[src/rtl/fpacc_cfg.svh]
`ifndef FPACC_CFG_SVH
`define FPACC_CFG_SVH

// Single-precision fields
`define FPACC_EXP_W 8
`define FPACC_MAN_W 23

// Sign + 2^8 + 23 - 1 bits, LSB weighs 2^-149
`define FPACC_ACC_W 279
`define FPACC_CNT_W 9
`define FPACC_DLY_W 32

// APB register map
`define FPACC_APB_AW 4
`define FPACC_APB_DW 32
`define FPACC_ADDR_CTRL 4'h0
`define FPACC_ADDR_DELAY 4'h4
`define FPACC_ADDR_RESULT 4'h8

// Register reset values
`define FPACC_RST_RUNNING 1'b0
`define FPACC_RST_DELAY 32'd0

`endif

[src/rtl/fpacc_pkg.sv]
`include "fpacc_cfg.svh"

package fpacc_pkg;

   typedef struct packed {
      logic                    sign;
      logic [`FPACC_EXP_W-1:0] exp;
      logic [`FPACC_MAN_W-1:0] man;
   } float32_t;

   // Exact two's-complement image of any normal single
   typedef logic signed [`FPACC_ACC_W-1:0] fixed_t;

   typedef struct packed {
      logic                    run;
      logic                    running;
      logic [`FPACC_DLY_W-1:0] delay;
   } accum_cfg_t;

   typedef struct packed {
      logic                     psel;
      logic                     penable;
      logic                     pwrite;
      logic [`FPACC_APB_AW-1:0] paddr;
      logic [`FPACC_APB_DW-1:0] pwdata;
   } apb_req_t;

   typedef struct packed {
      logic [`FPACC_APB_DW-1:0] prdata;
      logic                     pready;
      logic                     pslverr;
   } apb_rsp_t;

endpackage

[src/rtl/fpacc_apb_regs.sv]
`timescale 1ns/1ps
`include "fpacc_cfg.svh"

module fpacc_apb_regs import fpacc_pkg::*; (
   input  logic       clk,
   input  logic       rst,
   input  apb_req_t   apb_req,
   output apb_rsp_t   apb_rsp,
   input  float32_t   result,
   output accum_cfg_t cfg
);

   logic                    running_q;
   logic                    run_q;
   logic [`FPACC_DLY_W-1:0] delay_q;

   logic access;
   logic wr;
   logic sel_ctrl;
   logic sel_delay;
   logic sel_result;
   logic mapped;

   // Access phase completes at once, no wait states
   assign access = apb_req.psel && apb_req.penable;
   assign wr     = access && apb_req.pwrite;

   assign sel_ctrl   = (apb_req.paddr == `FPACC_ADDR_CTRL);
   assign sel_delay  = (apb_req.paddr == `FPACC_ADDR_DELAY);
   assign sel_result = (apb_req.paddr == `FPACC_ADDR_RESULT);
   assign mapped     = sel_ctrl || sel_delay || sel_result;

   always_ff @(posedge clk or posedge rst) begin
      if (rst) begin
         running_q <= `FPACC_RST_RUNNING;
         delay_q   <= `FPACC_RST_DELAY;
         run_q     <= 1'b0;
      end else begin
         // Run bit is a strobe, live for one cycle after the write
         run_q <= wr && sel_ctrl && apb_req.pwdata[1];
         if (wr && sel_ctrl) begin
            running_q <= apb_req.pwdata[0];
         end
         if (wr && sel_delay) begin
            delay_q <= apb_req.pwdata[`FPACC_DLY_W-1:0];
         end
      end
   end

   // Read mux
   always_comb begin
      apb_rsp.prdata = '0;
      if (sel_ctrl) begin
         apb_rsp.prdata[0] = running_q;
      end else if (sel_delay) begin
         apb_rsp.prdata[`FPACC_DLY_W-1:0] = delay_q;
      end else if (sel_result) begin
         apb_rsp.prdata = result;
      end
   end

   assign apb_rsp.pready  = 1'b1;
   assign apb_rsp.pslverr = access && (!mapped || (apb_req.pwrite && sel_result));

   assign cfg.run     = run_q;
   assign cfg.running = running_q;
   assign cfg.delay   = delay_q;

   a_penable_psel : assert property (@(posedge clk) disable iff (rst)
      $rose(apb_req.penable) |-> apb_req.psel);

endmodule

[config.mk]
export PLATFORM = sky130hd
export DESIGN_NAME = fpacc_apb_regs
export DESIGN_NICKNAME = d
export VERILOG_FILES = /design/src/rtl/fpacc_pkg.sv /design/src/rtl/fpacc_apb_regs.sv
export VERILOG_INCLUDE_DIRS = /design/src /design/src/rtl
export SDC_FILE = /design/constraint.sdc
export NUM_CORES = 1
export LEC_CHECK = 0
export BUFFER_PORTS_ARGS = -buffer_cell sky130_fd_sc_hd__buf_2
export CORE_MARGIN = 1
export CORE_UTILIZATION = 35
export CTS_CLUSTER_DIAMETER = 120
export DETAILED_ROUTE_END_ITERATION = 6
export PLACE_DENSITY = 0.76
export RECOVER_POWER = 50
export SYNTH_ARGS = -nofsm -noshare
export SYNTH_HDL_FRONTEND = slang
export SYNTH_SLANG_ARGS = --single-unit
[constraint.sdc]
create_clock -name clk -period 0.85 [get_ports clk]
set_clock_uncertainty 0.05 [all_clocks]
set_input_delay 0.0425 -clock clk [delete_from_list [all_inputs] [get_ports clk]]
set_output_delay 0.0425 -clock clk [all_outputs]
set_load 0.02 [all_outputs]
==> results.py <==
metrics = {
    "clocking": {
        "cts_root_buffer": "clkbuf_8",
        "clockBufferDepth": 2,
        "path_clk_slew_ns": 0.08,
        "numCtsBuffers": 5,
        "htree_levels": 2,
        "cts_tree": "yes",
        "clk_latency_ns": 0.30,
        "clock_sinks": 34,
    },
    "synthesis": {
        "synth_cell_types": 21,
        "avgSynthCellArea_um2": 10.88,
        "yosysWarnings": 0,
        "ys_ff_latch": 34,
        "yosysSeqAreaShare": 0.4826,
        "synth_nets": 235,
        "synth_cells": 162,
        "syn-cell-area_mm2": 0.001763,
    },
    "placement": {
        "io_buffers": 139,
        "globalplace.congestion": 0.7780,
        "dpl.hpwl_mm": 4.371,
        "placed_cell_area_mm2": 0.003147,
        "dpl_worst_slack_ns": -0.3710,
    },
    "routing": {
        "antenna_left": 0,
        "initialDrtViolationCount": 126,
        "post_drt_wl_per_cell_um": 26.07,
        "first_pass_iters": 5,
        "vias_per_cell": 5.646,
        "via_count": 2507,
        "remaining_drc_errors": 0,
        "drt_wl_total_mm": 11.57,
    },
    "setup_path": {
        "worstPathRequired_ns": 0.76,
        "path_class": "reg -> out",
        "startpoint_type": "flop",
        "cp-end-kind": "output pin",
        "critPathMaxFanout": 2,
        "crit_arrival_ns": 1.33,
    },
    "die": {
        "die_area_mm2": 0.005325,
        "rows": 25,
        "pin_count": 141,
        "die_width_um": 72.97,
        "core_mm2": 0.004786,
        "die_h_um": 72.97,
        "start_util": 0.3684,
    },
    "finish": {
        "syn2layout_area_growth_pct": 155.7,
        "fin_nets": 447,
        "final_cell_area_mm2": 0.004508,
        "final_cell_mix": "buf_6 (96), buf_2 (72), mux2_4 (33), dlygate4sd3_1 (33), a22oi_2 (31)",
        "layout-drive-gt1-share": 0.8213,
        "utilization": 0.9420,
        "final_common_cell": "buf_6",
    },
    "timing": {
        "finalCriticalPeriod_ns": 1.427,
        "hold_viol_final": 0,
        "min_period_over_period": 1.679,
        "max_clock_freq_ghz": 0.7009,
        "rsz0062_at_grt": "true",
        "holdWs_ns": 0.1566,
        "setup_ws_ns": -0.5767,
        "tightest_slew_ns": 0.5376,
        "finalSetupViolCount": 100,
        "slew_headroom": 0.6416,
        "slew_violations": 0,
    },
    "outcome": {
        "outcome": "finished, violations left",
        "violations": "negative setup slack",
    },
    "job": {
        "cap_violations": 0,
    },
    "power": {
        "p_total_w": 0.006743,
        "ir_drop_v": 0.001235,
        "power_density_mw_per_mm2": 1496,
        "p_leak_nw": 2.143,
    },
    "global_route": {
        "grt_antenna_before_repair": 1,
        "grt-ovfl-total": 0,
        "grt_pass1_vias": 2595,
        "grt_pass1_wl_mm": 13.74,
        "track_usage": 0.3558,
        "grt_max_degree": 35,
    },
    "worst_hold_path": {
        "hold_path.class": "in -> reg",
    },
}
==> worst max-delay path: stages, from the launching register on <==
cell	delay, ns
dfrtp_1	0.40
mux2i_2	0.22
a2bb2oi_2	0.19
nor2_1	0.05
buf_2	0.17
==> synthesized netlist by cell type, drive strengths merged <==
library cell	n	area, um2
dfrtp	34	850.8
mux2	33	371.6
nor2	33	123.9
a22oi	31	232.7
clkbuf	10	37.54
buf	7	50.04
nor2b	2	12.51
a21oi	1	5.000
a2bb2oi	1	8.760
and2	1	6.260
and3	1	6.260
conb	1	3.750
inv	1	3.750
mux2i	1	10.01
nand2	1	3.750
nand3	1	10.01
nor4b	1	15.01
o21ai	1	5.000
or2	1	6.260
==> report_power, final <==
part	internal [W]	leakage, nW	switching, W
logic	0.00150	1.63	0.00122
registers	0.00184	0.439	0.000235
clock network	0.00125	0.0714	0.000702
total	0.00459	2.14	0.00216
==> metal layers <==
layer | vias to the layer above | GRT usage | wire length, um
li1 | 1006 | - | -
met1 | 1226 | 0.3837 | 3821
met2 | 205 | 0.6802 | 6261
met3 | 70 | 0.05525 | 772
met4 | 0 | 0.1569 | 718
met5 | - | 0 | 0
==> cell families (layout without fill, tap and decap cells) <==
group | Yosys count | after routing | share of synthesized area
other cells | 1 | 3 | 0.002127
mux | 34 | 34 | 0.2165
compound gates | 34 | 34 | 0.1426
buf+inv | 18 | 231 | 0.05181
simple gates | 41 | 41 | 0.1043
flops | 34 | 34 | 0.4826
==> layout make-up <==
type / count / area, um2
sequential: 34 / 862.1
timing repair buffer: 222 / 2039
inverter: 1 / 3.754
multi-input combinational: 110 / 1371
fill: 123 / 277.8
clock inverter: 2 / 60.06
antenna: 2 / 5.005
tap: 67 / 83.83
clock buffer: 6 / 82.58
==> state kept, by name, indices dropped and copies added (netlist names) <==
register	count
running_q	1
delay_q	32
run_q	1
==> what timing repair did <==
item / in CTS / in global routing
hold endpoints to repair: 68 / 0
buffers inserted: 27 / 23
gates resized for setup: 150 / 42
setup endpoints to repair: 100 / 99
pin swaps: 51 / 29
hold buffers: 33 / 0
gates cloned: 2 / 1
==> per-stage QoR <==
stage | cells | TNS (ns)
after floorplan | 162 | -10.01
after global placement | 366 | -19.39
after detailed placement | 366 | -20.60
after CTS | 436 | -20.74
after global routing | 444 | -29.27
final | 444 | -27.32
==> worst paths after layout <==
check                      cells after the start  slack, ns   startpoint     endpoint
setup / recovery                               4      -0.58    running_q   apb_rsp[2]
hold / removal                                 4       0.16  apb_req[35]        run_q
setup reg to reg                               3      -0.23    running_q    running_q
hold reg to reg                                1       0.54  delay_q[10]  delay_q[10]
max in group asynchronous                      4       0.11          rst  delay_q[13]
min in group asynchronous                      4       0.35          rst        run_q
Power figures use the tool's default switching activity.
